**src/common/rvPkg.sv**
```systemverilog
package rvPkg;

    ////////////////////////////////////////////////////////////
    // Base widths
    ////////////////////////////////////////////////////////////
    typedef logic [31:0] word_t;     // Data or instruction word
    typedef logic [4:0]  regAddr_t;  // Register index
    typedef logic [6:0]  opcode_t;
    typedef logic [2:0]  funct3_t;
    typedef logic [7:0]  operand_t;  // Panel operand or GCD result

    // Opcodes that the core understands
    localparam opcode_t OP_REG    = 7'b0110011;
    localparam opcode_t OP_LOAD   = 7'b0000011;
    localparam opcode_t OP_BRANCH = 7'b1100011;

    // R-type funct3
    localparam funct3_t F3_ADDSUB = 3'b000;  // funct7 bit 5 picks sub
    localparam funct3_t F3_SLT    = 3'b010;
    localparam funct3_t F3_XOR    = 3'b100;
    localparam funct3_t F3_OR     = 3'b110;
    localparam funct3_t F3_AND    = 3'b111;

    // Branch funct3
    localparam funct3_t F3_BEQ = 3'b000;
    localparam funct3_t F3_BNE = 3'b001;
    localparam funct3_t F3_BLT = 3'b100;
    localparam funct3_t F3_BGE = 3'b101;

    typedef enum logic [2:0] {ALU_ADD, ALU_SUB, ALU_AND, ALU_OR, ALU_XOR, ALU_SLT} aluOp_t;

    // Unknown opcodes land in CLS_NONE
    typedef enum logic [1:0] {CLS_REG, CLS_LOAD, CLS_BRANCH, CLS_NONE} instrClass_t;

    localparam regAddr_t RESULT_REG = 5'd8;  // x8 holds the GCD

    // Memory-mapped input words
    localparam word_t IO_DONE_ADDR = 32'd0;
    localparam word_t IO_NUM1_ADDR = 32'd1;
    localparam word_t IO_NUM2_ADDR = 32'd2;

endpackage

```
**src/common/panelPkg.sv**
```systemverilog
package panelPkg;

    typedef logic [3:0] nibble_t;
    typedef logic [6:0] segments_t;  // Active low, a in bit 6
    typedef logic [7:0] anodes_t;    // Active low

    // Scan order, left to right on the board
    typedef enum logic [2:0] {
        DIG_NUM1_HI = 3'd0,
        DIG_NUM1_LO = 3'd1,
        DIG_NUM2_HI = 3'd2,
        DIG_NUM2_LO = 3'd3,
        DIG_GCD_HI  = 3'd4,
        DIG_GCD_LO  = 3'd5
    } digit_t;

    // Hex glyphs 0..F, segments abcdefg
    localparam segments_t SEG_TABLE [16] = '{
        7'b0000001, 7'b1001111, 7'b0010010, 7'b0000110,  // 0 1 2 3
        7'b1001100, 7'b0100100, 7'b0100000, 7'b0001111,  // 4 5 6 7
        7'b0000000, 7'b0000100, 7'b0001000, 7'b1100000,  // 8 9 A b
        7'b0110001, 7'b1000010, 7'b0110000, 7'b0111000   // C d E F
    };

    // Digits 7 6 | 4 3 | 1 0, gaps between the three values
    localparam anodes_t ANODE_TABLE [6] = '{
        8'b0111_1111, 8'b1011_1111, 8'b1110_1111,
        8'b1111_0111, 8'b1111_1101, 8'b1111_1110
    };

endpackage

```
**src/core/gcdProgramRom.sv**
```systemverilog
`timescale 1ns/100ps

module gcdProgramRom (
    input  rvPkg::word_t pc,
    output rvPkg::word_t instr
);
    import rvPkg::*;

    localparam int PROG_WORDS = 14;

    // Subtraction GCD, x8 and x9 are the working pair
    localparam word_t PROGRAM [PROG_WORDS] = '{
        32'h0000_0000,  // 00 nop
        32'h0000_2503,  // 04 lw  x10, 0(x0)    done flag
        32'hFEA0_0EE3,  // 08 beq x0, x10, -4   wait for done
        32'h0010_2403,  // 0c lw  x8, 1(x0)     operand one
        32'h0020_2483,  // 10 lw  x9, 2(x0)     operand two
        32'h0094_0C63,  // 14 beq x8, x9, +24   equal means finished
        32'h0094_4663,  // 18 blt x8, x9, +12
        32'h4094_0433,  // 1c sub x8, x8, x9
        32'hFE00_0AE3,  // 20 beq x0, x0, -12
        32'h4084_84B3,  // 24 sub x9, x9, x8
        32'hFE00_06E3,  // 28 beq x0, x0, -20
        32'h0000_2503,  // 2c lw  x10, 0(x0)
        32'hFC05_0AE3,  // 30 beq x10, x0, -44  done dropped, restart
        32'hFE00_0CE3   // 34 beq x0, x0, -8    hold while done high
    };

    logic inRange;

    assign inRange = (pc < word_t'(PROG_WORDS * 4));  // Byte address limit
    assign instr   = inRange ? PROGRAM[pc[5:2]] : '0;  // Zero reads as nop

endmodule

```
**src/core/instrDecoder.sv**
```systemverilog
`timescale 1ns/100ps

module instrDecoder (
    input  rvPkg::word_t    instr,
    output rvPkg::regAddr_t rs1,
    output rvPkg::regAddr_t rs2,
    output rvPkg::regAddr_t rd,
    output rvPkg::aluOp_t   aluOp,
    output logic            regWrite,
    output logic            memToReg,
    output logic            isBranch,
    output rvPkg::funct3_t  funct3,
    output rvPkg::word_t    imm
);
    import rvPkg::*;

    opcode_t     opcode;
    logic [6:0]  funct7;
    instrClass_t instrClass;

    ////////////////////////////////////////////////////////////
    // Field split
    ////////////////////////////////////////////////////////////
    assign opcode = instr[6:0];
    assign rd     = instr[11:7];
    assign funct3 = instr[14:12];
    assign rs1    = instr[19:15];
    assign rs2    = instr[24:20];
    assign funct7 = instr[31:25];

    always_comb
    begin
        unique case (opcode)
            OP_REG:    instrClass = CLS_REG;
            OP_LOAD:   instrClass = CLS_LOAD;
            OP_BRANCH: instrClass = CLS_BRANCH;
            default:   instrClass = CLS_NONE;  // Acts as a nop
        endcase
    end

    ////////////////////////////////////////////////////////////
    // Control
    ////////////////////////////////////////////////////////////
    assign regWrite = (instrClass == CLS_REG) || (instrClass == CLS_LOAD);
    assign memToReg = (instrClass == CLS_LOAD);    // Load data to rd
    assign isBranch = (instrClass == CLS_BRANCH);

    always_comb
    begin
        aluOp = ALU_ADD;  // Loads and branches add
        if (instrClass == CLS_REG)
        begin
            case (funct3)
                F3_ADDSUB: aluOp = funct7[5] ? ALU_SUB : ALU_ADD;
                F3_AND:    aluOp = ALU_AND;
                F3_OR:     aluOp = ALU_OR;
                F3_XOR:    aluOp = ALU_XOR;
                F3_SLT:    aluOp = ALU_SLT;
                default:   aluOp = ALU_ADD;  // Shifts not built
            endcase
        end
    end

    // B-type offset for branches, I-type otherwise
    always_comb
    begin
        if (instrClass == CLS_BRANCH)
            imm = {{20{instr[31]}}, instr[7], instr[30:25], instr[11:8], 1'b0};
        else
            imm = {{20{instr[31]}}, instr[31:20]};
    end

endmodule

```
**src/core/regFile.sv**
```systemverilog
`timescale 1ns/100ps

module regFile (
    input  logic            clk,
    input  logic            rst,
    input  rvPkg::regAddr_t rs1,
    input  rvPkg::regAddr_t rs2,
    input  rvPkg::regAddr_t rd,
    input  logic            regWrite,
    input  rvPkg::word_t    wrData,
    output rvPkg::word_t    rdData1,
    output rvPkg::word_t    rdData2,
    output rvPkg::word_t    resultReg
);
    import rvPkg::*;

    word_t regs [32];

    // Asynchronous reads with x0 held at zero by the write guard
    assign rdData1   = regs[rs1];
    assign rdData2   = regs[rs2];
    assign resultReg = regs[RESULT_REG];  // GCD tap

    always_ff @(posedge clk or posedge rst)
    begin
        if (rst)
        begin
            for (int i = 0; i < 32; i++)
                regs[i] <= '0;
        end
        else if (regWrite && (rd != '0))
        begin
            regs[rd] <= wrData;  // Commit at end of instruction
        end
    end

    // No instruction of the GCD program writes back to x0
    assert property (@(posedge clk) disable iff (rst) !(regWrite && (rd == '0)))
        else $error("write-back aimed at x0");

endmodule

```
**src/core/execUnit.sv**
```systemverilog
`timescale 1ns/100ps

module execUnit (
    input  rvPkg::word_t   opA,
    input  rvPkg::word_t   opB,
    input  rvPkg::aluOp_t  aluOp,
    input  logic           isBranch,
    input  rvPkg::funct3_t funct3,
    output rvPkg::word_t   aluResult,
    output logic           branchTaken
);
    import rvPkg::*;

    logic isEqual;
    logic isLess;
    logic condMet;

    ////////////////////////////////////////////////////////////
    // ALU
    ////////////////////////////////////////////////////////////
    always_comb
    begin
        unique case (aluOp)
            ALU_ADD: aluResult = opA + opB;  // Also load address
            ALU_SUB: aluResult = opA - opB;
            ALU_AND: aluResult = opA & opB;
            ALU_OR:  aluResult = opA | opB;
            ALU_XOR: aluResult = opA ^ opB;
            ALU_SLT: aluResult = {31'b0, isLess};
            default: aluResult = opA + opB;
        endcase
    end

    ////////////////////////////////////////////////////////////
    // Branch compare
    ////////////////////////////////////////////////////////////
    // opB is rs2 for every branch, never the immediate
    assign isEqual = (opA == opB);
    assign isLess  = ($signed(opA) < $signed(opB));  // Signed for slt and blt

    always_comb
    begin
        case (funct3)
            F3_BEQ:  condMet = isEqual;
            F3_BNE:  condMet = !isEqual;
            F3_BLT:  condMet = isLess;
            F3_BGE:  condMet = !isLess;
            default: condMet = 1'b0;  // bltu and bgeu not built
        endcase
    end

    assign branchTaken = isBranch && condMet;

endmodule

```
**src/core/rvCore.sv**
```systemverilog
`timescale 1ns/100ps

module rvCore (
    input  logic            clk,
    input  logic            rst,
    input  logic            done,
    input  rvPkg::operand_t num1,
    input  rvPkg::operand_t num2,
    output rvPkg::operand_t gcd
);
    import rvPkg::*;

    word_t    pc;
    word_t    pcNext;
    word_t    instr;
    regAddr_t rs1;
    regAddr_t rs2;
    regAddr_t rd;
    aluOp_t   aluOp;
    logic     regWrite;
    logic     memToReg;
    logic     isBranch;
    funct3_t  funct3;
    word_t    imm;
    word_t    rdData1;
    word_t    rdData2;
    word_t    resultReg;
    word_t    opB;
    word_t    aluResult;
    logic     branchTaken;
    word_t    loadData;
    word_t    wrData;

    gcdProgramRom uRom (.pc(pc), .instr(instr));

    instrDecoder uDecoder (
        .instr(instr), .rs1(rs1), .rs2(rs2), .rd(rd), .aluOp(aluOp),
        .regWrite(regWrite), .memToReg(memToReg), .isBranch(isBranch),
        .funct3(funct3), .imm(imm)
    );

    regFile uRegFile (
        .clk(clk), .rst(rst), .rs1(rs1), .rs2(rs2), .rd(rd), .regWrite(regWrite),
        .wrData(wrData), .rdData1(rdData1), .rdData2(rdData2), .resultReg(resultReg)
    );

    assign opB = memToReg ? imm : rdData2;  // Loads add the offset

    execUnit uExec (
        .opA(rdData1), .opB(opB), .aluOp(aluOp), .isBranch(isBranch),
        .funct3(funct3), .aluResult(aluResult), .branchTaken(branchTaken)
    );

    ////////////////////////////////////////////////////////////
    // IO map and write-back
    ////////////////////////////////////////////////////////////
    always_comb
    begin
        case (aluResult)
            IO_DONE_ADDR: loadData = {31'b0, done};
            IO_NUM1_ADDR: loadData = {24'b0, num1};
            IO_NUM2_ADDR: loadData = {24'b0, num2};
            default:      loadData = '0;  // No data RAM
        endcase
    end

    assign wrData = memToReg ? loadData : aluResult;
    assign gcd    = resultReg[7:0];

    // Branch target is relative to the current pc
    assign pcNext = branchTaken ? (pc + imm) : (pc + 32'd4);

    always_ff @(posedge clk or posedge rst)
    begin
        if (rst)
            pc <= '0;
        else
            pc <= pcNext;  // One instruction per edge
    end

    // Branch offsets in the ROM are multiples of 4
    assert property (@(posedge clk) disable iff (rst) pc[1:0] == 2'b00)
        else $error("pc left word alignment");

endmodule

```
**src/panel/panelFront.sv**
```systemverilog
`timescale 1ns/100ps

module panelFront #(
    parameter int unsigned scanTicks = 75000
) (
    input  logic               clk,
    input  logic               rst,
    input  logic               selNum,    // High picks operand two
    input  logic               selDigit,  // High picks upper nibble
    input  panelPkg::nibble_t  num,
    input  logic               done,
    input  rvPkg::operand_t    gcd,
    output rvPkg::operand_t    num1,
    output rvPkg::operand_t    num2,
    output panelPkg::anodes_t  anodes,
    output panelPkg::segments_t segments
);
    import panelPkg::*;

    localparam int CNT_W = (scanTicks > 1) ? $clog2(scanTicks) : 1;

    logic [CNT_W-1:0] tickCnt;
    logic             scanTick;
    digit_t           digit;
    digit_t           digitNext;
    nibble_t          shownNibble;

    ////////////////////////////////////////////////////////////
    // Operand entry
    ////////////////////////////////////////////////////////////
    always_ff @(posedge clk or posedge rst)
    begin
        if (rst)
        begin
            num1 <= '0;
            num2 <= '0;
        end
        else if (!done)  // Frozen while the core works
        begin
            if (selNum)
            begin
                if (selDigit)
                    num2[7:4] <= num;
                else
                    num2[3:0] <= num;
            end
            else
            begin
                if (selDigit)
                    num1[7:4] <= num;
                else
                    num1[3:0] <= num;
            end
        end
    end

    ////////////////////////////////////////////////////////////
    // Digit scanner
    ////////////////////////////////////////////////////////////
    assign scanTick = (tickCnt == CNT_W'(scanTicks - 1));

    always_comb
    begin
        case (digit)
            DIG_NUM1_HI: digitNext = DIG_NUM1_LO;
            DIG_NUM1_LO: digitNext = DIG_NUM2_HI;
            DIG_NUM2_HI: digitNext = DIG_NUM2_LO;
            DIG_NUM2_LO: digitNext = DIG_GCD_HI;
            DIG_GCD_HI:  digitNext = DIG_GCD_LO;
            default:     digitNext = DIG_NUM1_HI;  // Wrap
        endcase
    end

    always_ff @(posedge clk or posedge rst)
    begin
        if (rst)
        begin
            tickCnt <= '0;
            digit   <= DIG_NUM1_HI;
        end
        else if (scanTick)
        begin
            tickCnt <= '0;
            digit   <= digitNext;
        end
        else
        begin
            tickCnt <= tickCnt + 1'b1;
        end
    end

    // Nibble for the lit digit
    always_comb
    begin
        case (digit)
            DIG_NUM1_HI: shownNibble = num1[7:4];
            DIG_NUM1_LO: shownNibble = num1[3:0];
            DIG_NUM2_HI: shownNibble = num2[7:4];
            DIG_NUM2_LO: shownNibble = num2[3:0];
            DIG_GCD_HI:  shownNibble = gcd[7:4];
            default:     shownNibble = gcd[3:0];
        endcase
    end

    assign segments = SEG_TABLE[shownNibble];
    assign anodes   = ANODE_TABLE[digit];

    // Table and state must keep one digit lit at a time
    assert property (@(posedge clk) disable iff (rst) $onehot(~anodes))
        else $error("anode pattern does not light exactly one digit");

endmodule

```
**src/gcdSystem.sv**
```systemverilog
`timescale 1ns/100ps

module gcdSystem #(
    parameter int unsigned scanTicks = 75000  // clk cycles per digit
) (
    input  logic            clk,
    input  logic            rst,
    input  logic            selNum,
    input  logic            selDigit,
    input  logic [3:0]      num,       // Entry nibble
    input  logic            done,      // Level, operands valid
    output logic [7:0]      anodes,
    output logic [6:0]      segments,
    output rvPkg::operand_t gcd
);
    import rvPkg::*;

    operand_t num1;  // Panel to core
    operand_t num2;

    rvCore uCore (
        .clk(clk), .rst(rst), .done(done), .num1(num1), .num2(num2), .gcd(gcd)
    );

    panelFront #(.scanTicks(scanTicks)) uPanel (
        .clk(clk), .rst(rst), .selNum(selNum), .selDigit(selDigit), .num(num),
        .done(done), .gcd(gcd), .num1(num1), .num2(num2),
        .anodes(anodes), .segments(segments)
    );

endmodule

```
**config.mk**
```make
export PLATFORM = sky130hd
export DESIGN_NAME = gcdSystem
export DESIGN_NICKNAME = d
export VERILOG_FILES = /design/src/common/rvPkg.sv /design/src/common/panelPkg.sv /design/src/core/gcdProgramRom.sv /design/src/core/instrDecoder.sv /design/src/core/regFile.sv /design/src/core/execUnit.sv /design/src/core/rvCore.sv /design/src/panel/panelFront.sv /design/src/gcdSystem.sv
export SDC_FILE = /design/constraint.sdc
export NUM_CORES = 1
export LEC_CHECK = 0
export BUFFER_PORTS_ARGS = -buffer_cell sky130_fd_sc_hd__buf_4
export CAP_MARGIN = 40
export CELL_PAD_IN_SITES_DETAIL_PLACEMENT = 1
export CELL_PAD_IN_SITES_GLOBAL_PLACEMENT = 1
export CORE_UTILIZATION = 47
export CTS_CLUSTER_SIZE = 30
export DETAILED_ROUTE_END_ITERATION = 16
export PLACE_DENSITY_LB_ADDON = 0.1
export SLEW_MARGIN = 20
export SYNTH_ARGS = -nofsm -noshare
export SYNTH_HDL_FRONTEND = slang
export SYNTH_SLANG_ARGS = --single-unit
```
**constraint.sdc**
```tcl
create_clock -name clk -period 11.35 [get_ports clk]
set_input_delay 0.5675 -clock clk [delete_from_list [all_inputs] [get_ports clk]]
set_output_delay 0.5675 -clock clk [all_outputs]
set_load 0.005 [all_outputs]
```
## Word-level counts from Yosys, hierarchy flattened

Memories as Yosys holds them, arrays and structs flattened.
Cells that the tools add are included.

- Word-level logic and storage cells: 137
- Input bits: 9
- Memory bits (read-only): 688
- Memories: 3
- Output and inout port bits: 23
- Flip-flop bits (word level): 1,092

Memory list:

| name | depth | bits a word | read ports | clocked after memory_dff | write ports | line | text |
|---|---|---|---|---|---|---|---|
| (name not given) | 16 | 32 | 1 | 0 | 0 | gcdProgramRom.sv:32 | `assign instr = inRange ? PROGRAM[pc[5:2]] : '0;` |
| (name not given) | 16 | 7 | 1 | 0 | 0 | panelFront.sv:105 | `assign segments = SEG_TABLE[shownNibble];` |
| (name not given) | 8 | 8 | 1 | 0 | 0 | panelFront.sv:106 | `assign anodes = ANODE_TABLE[digit];` |

- Muxes and demuxes: 30
- Order comparisons: 9
- Reductions and logical operators: 15
- Bitwise gates (word level): 12
- Add/subtract/negate cells: 5
- Eq/ne operators: 24

Operators with widths:

| cell | count |
|---|---|
| 1024-bit bitwise mux | 1 |
| 32-bit 2-to-1 mux | 11 |
| 32-bit binary-select mux with 5-bit select | 2 |
| 32-bit demux with 5-bit select | 1 |
| 32-bit case mux with 5 select lines | 1 |
| 32-bit adder | 2 |
| 32-bit by 3-bit adder with 32-bit output (second input constant) | 1 |
| 32-bit bitwise AND | 1 |
| 32-bit by 1-bit == test with 1-bit output (second input constant) | 1 |
| 32-bit by 2-bit == test with 1-bit output (second input constant) | 1 |
| 32-bit == test | 1 |
| 32-bit logical NOT | 1 |
| 32-bit less-than comparator | 1 |
| 32-bit by 6-bit less-than comparator with 1-bit output (second input constant) | 1 |
| 32-bit OR | 1 |
| 32-bit subtractor | 1 |
| 32-bit XOR | 1 |
| 3-bit case mux with 5 select lines | 2 |
| 8-bit case mux with 3 select lines | 1 |
| 3-bit == test (second input constant) | 7 |
| 4-bit case mux with 5 select lines | 1 |
| 6-bit >= comparator (second input constant) | 3 |
| 5-bit NOT with 6-bit output | 3 |
| 17-bit by 1-bit adder with 17-bit output (second input constant) | 1 |
| 29 further kinds | 48 |

## Logic depth before layout (Yosys ltp)

Gate-level depths: netlist (run 1).

- Word-level depth: 16
- Depth in mapped cells: 31
- Depth with buffers taken out: 26

## Modules after synthesis

A second synthesis (run 1) with hierarchy kept.

- Cell total of the unflattened synthesis: 6,403
- Area, all modules: 69,155.1 um^2

By module, submodules not included:

| module | times used | cells each | sequential area each (um^2) | area an instance (um^2) |
|---|---|---|---|---|
| regFile | 1 | 4,634 | 25,624.6 | 56,191.4 |
| execUnit | 1 | 895 | 0.0 | 5,625.4 |
| rvCore | 1 | 517 | 800.8 | 4,120.2 |
| panelFront | 1 | 198 | 900.9 | 2,089.5 |
| gcdProgramRom | 1 | 94 | 0.0 | 634.4 |
| instrDecoder | 1 | 65 | 0.0 | 494.2 |

## Worst setup path before layout (run 1)

OpenSTA, ideal clock, no wires.

- Path type: register to register
- From: reg uCore.pc[9]
- To: reg uCore.uRegFile.regs, in the netlist uCore.uRegFile.resultReg[4]
- Buffers on the path: 4
- Setup slack: 4,963 ps
- Arrival time: 6,322 ps
- Clock period less this slack: 6,387 ps
- Required time: 11,285 ps
- Library setup time: 65 ps
- Cell stages (with the launch flop): 29
- Cells stage by stage: dfrtp_1 -> nor4_1 -> nand4_1 -> or2_2 -> clkbuf_1 -> clkbuf_1 -> nor2_1 -> clkbuf_1 -> buf_1 -> a211oi_1 -> o311ai_0 -> nand3_1 -> o21ai_0 -> ha_1 -> inv_1 -> fa_1 -> nor3b_1 -> o31ai_1 -> a311oi_2 -> or4b_1 -> a21oi_1 -> o2111a_1 -> o21ai_0 -> nor4_1 -> and4_1 -> and4_4 -> nand2_4 -> o32ai_2 -> mux2_2

- Cells in the longest elaborated chain, start to end: 13
- Elaborated cells between the ends (all ways): 54
- Those cells by class: add/sub (2); order compare (4); eq/ne (16); mux (19); bitwise (6); reduce/logical (7)

RTL lines:

| item | line | text |
|---|---|---|
| start, declared | rvCore.sv:13 | `word_t pc;` |
| start signal, assigned | rvCore.sv:78 | `pc <= pcNext;` |
| 32-bit by 6-bit less-than comparator with 1-bit output (*) | gcdProgramRom.sv:31 | `assign inRange = (pc < word_t'(PROG_WORDS * 4));` |
| 32-bit 2-to-1 mux (*) | gcdProgramRom.sv:32 |  |
| 5-bit NOT with 6-bit output (implied by the code), or another cell as far along | regFile.sv:21 | `assign rdData2 = regs[rs2];` |
| 32-bit binary-select mux with 5-bit select / 2-bit case mux with 3 select lines (equally long branches) | regFile.sv:21, instrDecoder.sv:33 |  |
| 32-bit 2-to-1 mux (implied by the code) / 2-bit == test (equally long branches) | regFile.sv:21, instrDecoder.sv:67 |  |
| 32-bit 2-to-1 mux (implied by the code) / 12-bit 2-to-1 mux (equally long branches) | regFile.sv:21, instrDecoder.sv:67 |  |
| 32-bit 2-to-1 mux | rvCore.sv:47 | `assign opB = memToReg ? imm : rdData2;` |
| 32-bit adder, or another cell as far along | execUnit.sv:24, execUnit.sv:30 |  |
| 32-bit case mux with 5 select lines | execUnit.sv:23 | `unique case (aluOp)` |
| 32-bit by 2-bit == test with 1-bit output, or another cell as far along | rvCore.sv:59 | `case (aluResult)` |
| 8-bit case mux with 3 select lines | rvCore.sv:59 |  |
| 32-bit 2-to-1 mux | rvCore.sv:67 | `assign wrData = memToReg ? loadData : aluResult;` |
| 1024-bit bitwise mux | regFile.sv:33 | `regs[rd] <= wrData;` |
| end signal, assigned by index | regFile.sv:33 |  |
| end, declared | regFile.sv:17 | `word_t regs [32];` |

Every way passes the cells marked *; elsewhere a longest branch is shown, timed or not. The select of a mux whose other input is x is not followed.
A chain may end at the register's enable or synchronous reset.

## Worst setup path in the final report (run 1)

- From: reg uCore.pc[4]
- To: reg uCore.uRegFile.regs, in the netlist uCore.uRegFile.resultReg[7]

- Cells in the longest elaborated chain, start to end: 16
- Elaborated cells between the ends (all ways): 58
- Those cells by class: add/sub (2); order compare (4); eq/ne (16); mux (21); bitwise (7); reduce/logical (7); memory (1)

RTL lines:

| item | line |
|---|---|
| branches (longest 4 deep; another with 32-bit by 6-bit less-than comparator with 1-bit output) | - |
| 32-bit 2-to-1 mux (*) | gcdProgramRom.sv:32 |
| 5-bit NOT with 6-bit output (implied by the code), or another cell as far along | regFile.sv:21 |
| 32-bit binary-select mux with 5-bit select / 2-bit case mux with 3 select lines (equally long branches) | regFile.sv:21, instrDecoder.sv:33 |
| 32-bit 2-to-1 mux (implied by the code) / 2-bit == test (equally long branches) | regFile.sv:21, instrDecoder.sv:67 |
| 32-bit 2-to-1 mux (implied by the code) / 12-bit 2-to-1 mux (equally long branches) | regFile.sv:21, instrDecoder.sv:67 |
| 32-bit 2-to-1 mux | rvCore.sv:47 |
| 32-bit adder, or another cell as far along | execUnit.sv:24, execUnit.sv:30 |
| 32-bit case mux with 5 select lines | execUnit.sv:23 |
| 32-bit by 2-bit == test with 1-bit output, or another cell as far along | rvCore.sv:59 |
| 8-bit case mux with 3 select lines | rvCore.sv:59 |
| 32-bit 2-to-1 mux | rvCore.sv:67 |
| 1024-bit bitwise mux | regFile.sv:33 |

Mark *: on every way between the ends. The select of a mux whose other input is x is not followed.

==> tab_implementation.tex, run 1 <==
\begin{tabular}{lr}
\hline
Metric & Value \\
\hline
\multicolumn{2}{l}{\textbf{Synthesis}} \\
Most used flip-flop cell after synthesis & sky130\_fd\_sc\_hd\_\_dfrtp\_1 \\
Sequential cell area fraction in the yosys report & 33.2\% \\
Register bit count reported by yosys & 324 \\
Simple-gate share of the synthesized area & 23.0\% \\
Synthesized-area fraction occupied by ao, oa, aoi and oai cells & 18.6\% \\
Mapped Area & 24,400 um2 \\
Multiplexer fraction of the synthesized cell area & under 10\% \\
Fraction of synthesis flops using an asynchronous set or reset pin & between 90\% and 100\% \\
Dominant combinational cell family by area after synthesis & simple AND/OR/NAND/NOR gates \\
Synthesized-area fraction occupied by adder cells & 7.83\% \\
Instance count of the mapped netlist & approximately 3,000 \\
Library cell with the largest summed area after synthesis & sky130\_fd\_sc\_hd\_\_dfrtp\_1 \\
Post-synth top area share & around a third \\
Mean cell area of the mapped netlist & 8.18 um2 \\
Area share of xor/xnor cells in the synthesized design & under 10\% \\
Post-synth cell types & $\sim$110 \\
Warning count from the yosys run & 0 \\
Number of flops mapped to enable cells by yosys & 0 \\
Top cells by area, synth & sky130\_fd\_sc\_hd\_\_dfrtp\_1, sky130\_fd\_sc\_hd\_\_nand2\_1, sky130\_fd\_sc\_hd\_\_ha\_1, sky130\_fd\_sc\_hd\_\_nand3\_1, sky130\_fd\_sc\_hd\_\_clkbuf\_1 \\
\multicolumn{2}{l}{\textbf{Timing}} \\
Max Transition Viols Final & 0 \\
Final number of hold-violating endpoints & 0 \\
Final-layout setup total negative slack & 0 ps \\
Transition time at the pin with the least slew margin & 881 ps \\
Unrepaired setup endpoints after global routing & no \\
Total of endpoints with negative setup slack in the final report & 0 \\
Clock tree skew after final layout & 28.1 ps \\
Time the final worst path needs with I/O delays and setup & roughly 8600 ps \\
Worst slew margin relative to its limit & between 40\% and 50\% \\
Highest clock rate & $\sim$120 MHz \\
Period utilisation layout & 75.9\% \\
\multicolumn{2}{l}{\textbf{Outcome}} \\
Run status & finished, final reports clean \\
\multicolumn{2}{l}{\textbf{Floorplanning}} \\
Placeable core area & approximately 51,000 um2 \\
Initial core utilization & between 40\% and 50\% \\
Count of boundary I/O pins & 32 \\
Die Outline Area & 52,900 um2 \\
Width of the chip & roughly 230 um \\
Rows & a little over 80 \\
Height of the die & roughly 230 um \\
\multicolumn{2}{l}{\textbf{Critical path}} \\
Category of the critical setup timing path & reg2reg \\
Critical Path Most Common Cell & sky130\_fd\_sc\_hd\_\_a21oi\_1 \\
Highest fanout seen on the critical path & 48 \\
Data required, critical path & about 12,000 ps \\
Cell family contributing the most delay on the critical path & compound AO/OA/AOI/OAI gates \\
Sort of element at the start of the critical path & flip-flop \\
Critical Path End Type & flip-flop \\
Slowest stage cell on the critical path & sky130\_fd\_sc\_hd\_\_dfrtp\_1 \\
Buffers and inverters on the worst path & 4 \\
Largest stage delay, worst path & around 880 ps \\
Arrival time of data at the critical path endpoint & 9130 ps \\
\multicolumn{2}{l}{\textbf{Routing}} \\
Overall routed net length & 86,700 um \\
Average wire per cell in the routed design & $\sim$25 um \\
Count of antenna-violating nets left after detailed routing & 0 \\
Detailed-routing iteration count for the pre-antenna-repair pass & 5 \\
Starting DRT DRC Count & 1,745 \\
Vias after detailed routing & between 20,000 and 25,000 \\
Post-DR vias/cell & approximately 6.4 \\
Remaining DRCs & 0 \\
\multicolumn{2}{l}{\textbf{Cells and area}} \\
Synth-to-layout area growth & 7.73\% \\
Share of final-layout standard cells stronger than drive strength 1 & 11.7\% \\
Most common cell after layout, fill and taps aside & sky130\_fd\_sc\_hd\_\_nand2\_1 \\
NumNets Final & between 2,000 and 3,000 \\
N\_diodes & 0 \\
Cell area after layout & around 26,000 um2 \\
Commonest cells after routing, fill and taps aside & sky130\_fd\_sc\_hd\_\_nand2\_1, sky130\_fd\_sc\_hd\_\_dfrtp\_1, sky130\_fd\_sc\_hd\_\_nand3\_1, sky130\_fd\_sc\_hd\_\_nor2\_1, sky130\_fd\_sc\_hd\_\_a21oi\_1 \\
\multicolumn{2}{l}{\textbf{Place}} \\
Routability Congestion & roughly 0.98 \\
Post-Place Cell Area & around 25,000 um2 \\
Number of port buffers & 29 \\
DP HPWL & 58,700 um \\
\multicolumn{2}{l}{\textbf{Clocking}} \\
Maximum number of buffers from clock root to sink & 3 \\
Clock transition time at the flip-flop clock pins of the worst setup and hold paths & roughly 60 ps \\
Number of buffers inserted during clock tree synthesis & 40 \\
Clock sink count & 324 \\
Post-CTS setup buffer count & 0 \\
Clock Root Buffer & sky130\_fd\_sc\_hd\_\_clkbuf\_16 \\
Clock latency on the worst-skew pair & 600 ps \\
Number of H-tree branching levels & 2 \\
TritonCTS clock tree & done \\
\multicolumn{2}{l}{\textbf{Global route}} \\
Antenna violations before repair & 0 \\
Maximum number of pins on one net before global-route repair & 120 \\
Overflow after GRT & 0 \\
First-pass GRT wire length & between 100,000 and 150,000 um \\
Number of global-route vias before repair & $\sim$23,000 \\
Total global-route track usage & between 30 and 40\% \\
\multicolumn{2}{l}{\textbf{Power}} \\
Leakage power figure & about 12 nW \\
Worst IR Drop VDD & roughly 0.00013 V \\
Power per cell area & approximately 170 nW/um2 \\
Total power draw & approximately 4.5 mW \\
\multicolumn{2}{l}{\textbf{Min path}} \\
Class of the worst hold path & in2reg \\
\multicolumn{2}{l}{\textbf{Job}} \\
Max-cap violation count & 0 \\
\hline
\end{tabular}
==> report_power, final <==
| group | total [mW] | switching [mW] | internal [mW] |
|---|---|---|---|
| sequential | 1.39 | 0.145 | 1.25 |
| combinational | 1.74 | 1.13 | 0.613 |
| clock | 1.36 | 0.554 | 0.806 |
==> through the flow <==
stage,setup WS [ps],cells,util [%],hold slack (ps)
after CTS,2980,3498,51.0,176
final,2740,3507,51.3,245
after detailed placement,3050,3426,48.3,387
after global routing,2350,3507,51.3,241
after global placement,3270,3418,47.9,381
after floorplan,1810,2986,-,433
==> logic make-up (layout without fill, tap and decap cells) <==
kind of cell / Yosys count / count (layout)
XOR/XNOR: 70 / 70
AND/OR/NAND/NOR: 1201 / 1201
adder cells (fa/ha/maj): 151 / 151
other: 1 / 2
AO/OA/AOI/OAI: 654 / 654
flip-flops: 324 / 324
multiplexers: 142 / 142
buffers and inverters: 442 / 283
==> flip-flops by register name, indices dropped and copies added (netlist names) <==
register and flops:
uPanel.tickCnt 17, uPanel.num2 8, uCore.pc 32, uPanel.num1 8
uPanel.digit 3, uCore.uRegFile.regs 224, uCore.uRegFile.resultReg 32
==> what timing repair did <==
action                    in CTS  in global routing
hold buffers                   0                  1
hold endpoints to repair       0                 14
gates resized for setup        0                  0
==> layout make-up <==
class,instances,area [um2]
Tap cell,680,851
Clock inverter,20,294
Sequential cell,324,8110
Inverter,126,480
Fill cell,6051,25000
Clock buffer,52,1100
Timing Repair Buffer,85,840
Multi-Input combinational cell,2220,14600
==> per-layer routing <==
metal  GRT usage [%]  vias up  part of all wire, %
li1                -    10100                    -
met1            46.1    11400                   45
met2            52.5      752                   46
met3            3.97      180                  5.9
met4            11.3        0                  2.9
met5               0        -                    0
==> synthesized netlist by cell type (24+ instances only) <==
| master | number |
|---|---|
| sky130_fd_sc_hd__a211oi_1 | 40 |
| sky130_fd_sc_hd__a21o_1 | 43 |
| sky130_fd_sc_hd__a21oi_1 | 155 |
| sky130_fd_sc_hd__a221oi_1 | 58 |
| sky130_fd_sc_hd__and2_1 | 43 |
| sky130_fd_sc_hd__buf_1 | 24 |
| sky130_fd_sc_hd__clkbuf_1 | 266 |
| sky130_fd_sc_hd__dfrtp_1 | 324 |
| sky130_fd_sc_hd__ha_1 | 148 |
| sky130_fd_sc_hd__inv_1 | 125 |
| sky130_fd_sc_hd__mux2_2 | 86 |
| sky130_fd_sc_hd__mux4_2 | 27 |
| sky130_fd_sc_hd__nand2_1 | 512 |
| sky130_fd_sc_hd__nand3_1 | 238 |
| sky130_fd_sc_hd__nand4_1 | 24 |
| sky130_fd_sc_hd__nor2_1 | 160 |
| sky130_fd_sc_hd__nor2b_1 | 24 |
| sky130_fd_sc_hd__nor3_1 | 42 |
| sky130_fd_sc_hd__o211ai_1 | 25 |
| sky130_fd_sc_hd__o21ai_0 | 114 |
| sky130_fd_sc_hd__or3_1 | 39 |
| sky130_fd_sc_hd__xnor2_1 | 37 |
| sky130_fd_sc_hd__xor2_1 | 33 |
==> worst paths after layout <==
check	from	to	slack, ps	depth (start not counted)
worst min-delay path	num[2]	uPanel.num2[2]	250	2
min in group asynchronous	rst	uPanel.tickCnt[14]	430	3
worst min register to register	uCore.uRegFile.regs[973]	uCore.uRegFile.regs[973]	390	0
worst max-delay path	uCore.pc[4]	uCore.uRegFile.resultReg[7]	2740	25
worst max register to register	uCore.pc[4]	uCore.uRegFile.resultReg[7]	2740	25
max in group asynchronous	rst	uCore.uRegFile.regs[733]	9390	7
No activity file was read; power rests on OpenSTA's default activity.
==> inputs of run 2 (changes only) <==
==> constraint.sdc (replaced) <==
create_clock -name clk -period 8.3 [get_ports clk]
set_input_delay 0.415 -clock clk [delete_from_list [all_inputs] [get_ports clk]]
set_output_delay 0.415 -clock clk [all_outputs]
set_load 0.005 [all_outputs]
==> run 2 against run 1 <==
  * Combinational power up 38%
  * Count of clock-buffer cells in the layout increased by 7
  * Die area did not move
  * Setup slack worse by 2300 ps
  * Utilization fell by 0.15 points
  * Total power grew 35%
  * Fmax increased by 9.8%
  * First-iteration DRC count shrank 9.5%
  * Wire length down 0.74%
  * Clock power up 29%
  * Global-route usage decreased by 0.085 points
  * Largest cell class unchanged
==> tab_implementation.tex, run 2 (synthesis gave the netlist of run 1 again) <==
\begin{tabular}{lr}
\hline
Metric & Value \\
\hline
\multicolumn{2}{l}{\textbf{Outcome}} \\
Run status & finished, final reports clean \\
\multicolumn{2}{l}{\textbf{Cells and area}} \\
Cell area after layout & 26,200 um2 (-0.29\%) \\
Synth-to-layout area growth & 7.42\% \\
Non-filler instance count after layout & 3,524 (+0.48\%) \\
Register cell area after layout & 8110 um2 (unchanged) \\
Commonest cells after routing, fill and taps aside & sky130\_fd\_sc\_hd\_\_nand2\_1, sky130\_fd\_sc\_hd\_\_dfrtp\_1, sky130\_fd\_sc\_hd\_\_nand3\_1, sky130\_fd\_sc\_hd\_\_nor2\_1, sky130\_fd\_sc\_hd\_\_a21oi\_1 \\
Register ranked first by flip-flop count & uCore.uRegFile.regs \\
NumNets Final & 2,973 (+0.54\%) \\
Largest register FFs & 224 (unchanged) \\
Fill count & 6,108 (+0.94\%) \\
Area of the multi-input gates & 14,600 um2 (unchanged) \\
Share of final-layout standard cells stronger than drive strength 1 & 12.1\% (+0.46 points) \\
Final Core Density & 51.1\% (-0.15 points) \\
Most common cell after layout, fill and taps aside & sky130\_fd\_sc\_hd\_\_nand2\_1 \\
N\_diodes & 0 (unchanged) \\
\multicolumn{2}{l}{\textbf{Routing}} \\
Starting DRT DRC Count & 1,580 (-9.5\%) \\
Detailed-routing iteration count for the pre-antenna-repair pass & 5 (unchanged) \\
Average wire per cell in the routed design & 24.4 um (-1.2\%) \\
Overall routed net length & 86,000 um (-0.74\%) \\
Vias after detailed routing & 22,200 (-1.2\%) \\
Post-DR vias/cell & 6.29 (-1.7\%) \\
Remaining DRCs & 0 (unchanged) \\
Count of antenna-violating nets left after detailed routing & 0 (unchanged) \\
\multicolumn{2}{l}{\textbf{Place}} \\
Number of port buffers & 29 (unchanged) \\
Post-Place Cell Area & 24,900 um2 (+0.55\%) \\
Routability Congestion & 0.985 (+0.54\%) \\
DP HPWL & 60,600 um (+3.1\%) \\
Placed insts & 3,447 (+0.61\%) \\
\multicolumn{2}{l}{\textbf{Timing}} \\
Minimum hold slack & 105 ps (-141 ps) \\
Period utilisation layout & 94.5\% (+19 points) \\
Max Transition Viols Final & 0 (unchanged) \\
Final number of hold-violating endpoints & 0 (unchanged) \\
Time the final worst path needs with I/O delays and setup & 7840 ps (-766 ps) \\
Worst slew margin relative to its limit & 40.3\% (-1.0 points) \\
Total of endpoints with negative setup slack in the final report & 0 (unchanged) \\
Transition time at the pin with the least slew margin & 896 ps (+15.1 ps) \\
Clock tree skew after final layout & 16.9 ps (-11.2 ps) \\
Unrepaired setup endpoints after global routing & no \\
Final-layout setup total negative slack & 0 ps (unchanged) \\
Highest clock rate & 127 MHz (+9.8\%) \\
\multicolumn{2}{l}{\textbf{Clocking}} \\
Clock sink count & 324 (unchanged) \\
Clock latency on the worst-skew pair & 580 ps (-20 ps) \\
Clock transition time at the flip-flop clock pins of the worst setup and hold paths & 60 ps (about the same) \\
Clock Root Buffer & sky130\_fd\_sc\_hd\_\_clkbuf\_16 \\
Resized Gates After CTS & 0 (unchanged) \\
TritonCTS clock tree & done \\
Number of buffers inserted during clock tree synthesis & 40 (unchanged) \\
Number of H-tree branching levels & 2 (unchanged) \\
Maximum number of buffers from clock root to sink & 3 (unchanged) \\
\multicolumn{2}{l}{\textbf{Floorplanning}} \\
Initial core utilization & 47.6\% (unchanged) \\
Placeable core area & 51,300 um2 (unchanged) \\
Die Outline Area & 52,900 um2 (unchanged) \\
Rows & 83 (unchanged) \\
Count of boundary I/O pins & 32 (unchanged) \\
Height of the die & 230 um (unchanged) \\
Width of the chip & 230 um (unchanged) \\
\multicolumn{2}{l}{\textbf{Global route}} \\
Overflow after GRT & 0 (unchanged) \\
Total global-route track usage & 32.8\% (-0.085 points) \\
Maximum number of pins on one net before global-route repair & 61 (-49\%) \\
Number of global-route vias before repair & 23,400 (-0.34\%) \\
First-pass GRT wire length & 137,000 um (about the same) \\
Antenna violations before repair & 0 (unchanged) \\
\multicolumn{2}{l}{\textbf{Job}} \\
Max-cap violation count & 0 (unchanged) \\
\multicolumn{2}{l}{\textbf{Critical path}} \\
Arrival time of data at the critical path endpoint & 8360 ps (-770 ps) \\
Category of the critical setup timing path & reg2reg \\
Largest stage delay, worst path & 630 ps (-250 ps) \\
Sort of element at the start of the critical path & flip-flop \\
Data required, critical path & 8810 ps (-3060 ps) \\
Cell family contributing the most delay on the critical path & simple AND/OR/NAND/NOR gates \\
Highest fanout seen on the critical path & 14 (-71\%) \\
Slowest stage cell on the critical path & sky130\_fd\_sc\_hd\_\_or4b\_1 \\
Critical Path End Type & flip-flop \\
Buffers and inverters on the worst path & 1 (-3) \\
\multicolumn{2}{l}{\textbf{Power}} \\
Power per cell area & 230 nW/um2 (+35\%) \\
Worst IR Drop VDD & 0.000185 V (+40\%) \\
Leakage power figure & 11.8 nW (about the same) \\
\multicolumn{2}{l}{\textbf{Min path}} \\
Class of the worst hold path & in2reg \\
\hline
\end{tabular}
## run 2: final timing paths
path                            slack (ps)                           to                      from  cells after the start
worst max-delay path                   460  uCore.uRegFile.resultReg[3]              uCore.pc[23]                     25
worst min-delay path                   100               uPanel.num2[6]                    num[2]                      2
worst max register to register         460  uCore.uRegFile.resultReg[3]              uCore.pc[23]                     25
worst min register to register         400     uCore.uRegFile.regs[999]  uCore.uRegFile.regs[999]                      0
max in group asynchronous             6010                 uCore.pc[27]                       rst                      6
min in group asynchronous              480     uCore.uRegFile.regs[930]                       rst                      3
## run 2: stage by stage
step / total power, mW / setup slack [ps]
6_report: 6.05 / 455
5_1_grt: 6.35 / 38.8
4_1_cts: 6.04 / 514
3_5_place_dp: 4.25 / 545
3_3_place_gp: 4.18 / 628
2_1_floorplan: 3.46 / 1910
## run 2: area by class of cell
type / count / share of cell area, %
inverters: 126 / 1.82
clock buffers: 59 / 4.55
well taps: 680 / 3.24
repair buffers: 101 / 3.24
clock inverters: 14 / 0.429
flip-flops and latches: 324 / 30.9
multi-input cells: 2220 / 55.8
## run 2: per-layer routing
metal / vias up / global-route usage [%] / share of wire (%)
met5: - / 0 / 0
met4: 0 / 8.82 / 2.3
met3: 132 / 4.69 / 5.5
met2: 631 / 54.0 / 47
met1: 11300 / 45.1 / 45
li1: 10100 / - / -
## run 2: what timing repair did
item / 4_1_cts / 5_1_grt
buffers inserted: 0 / 0
hold buffers: 1 / 0
hold endpoints to repair: 24 / 0
setup endpoints to repair: 0 / 0
## run 2: where the power goes
part	total (mW)	switching [mW]	internal (mW)
Combinational	2.40	1.54	0.862
Sequential	1.89	0.180	1.71
Clock	1.75	0.724	1.03
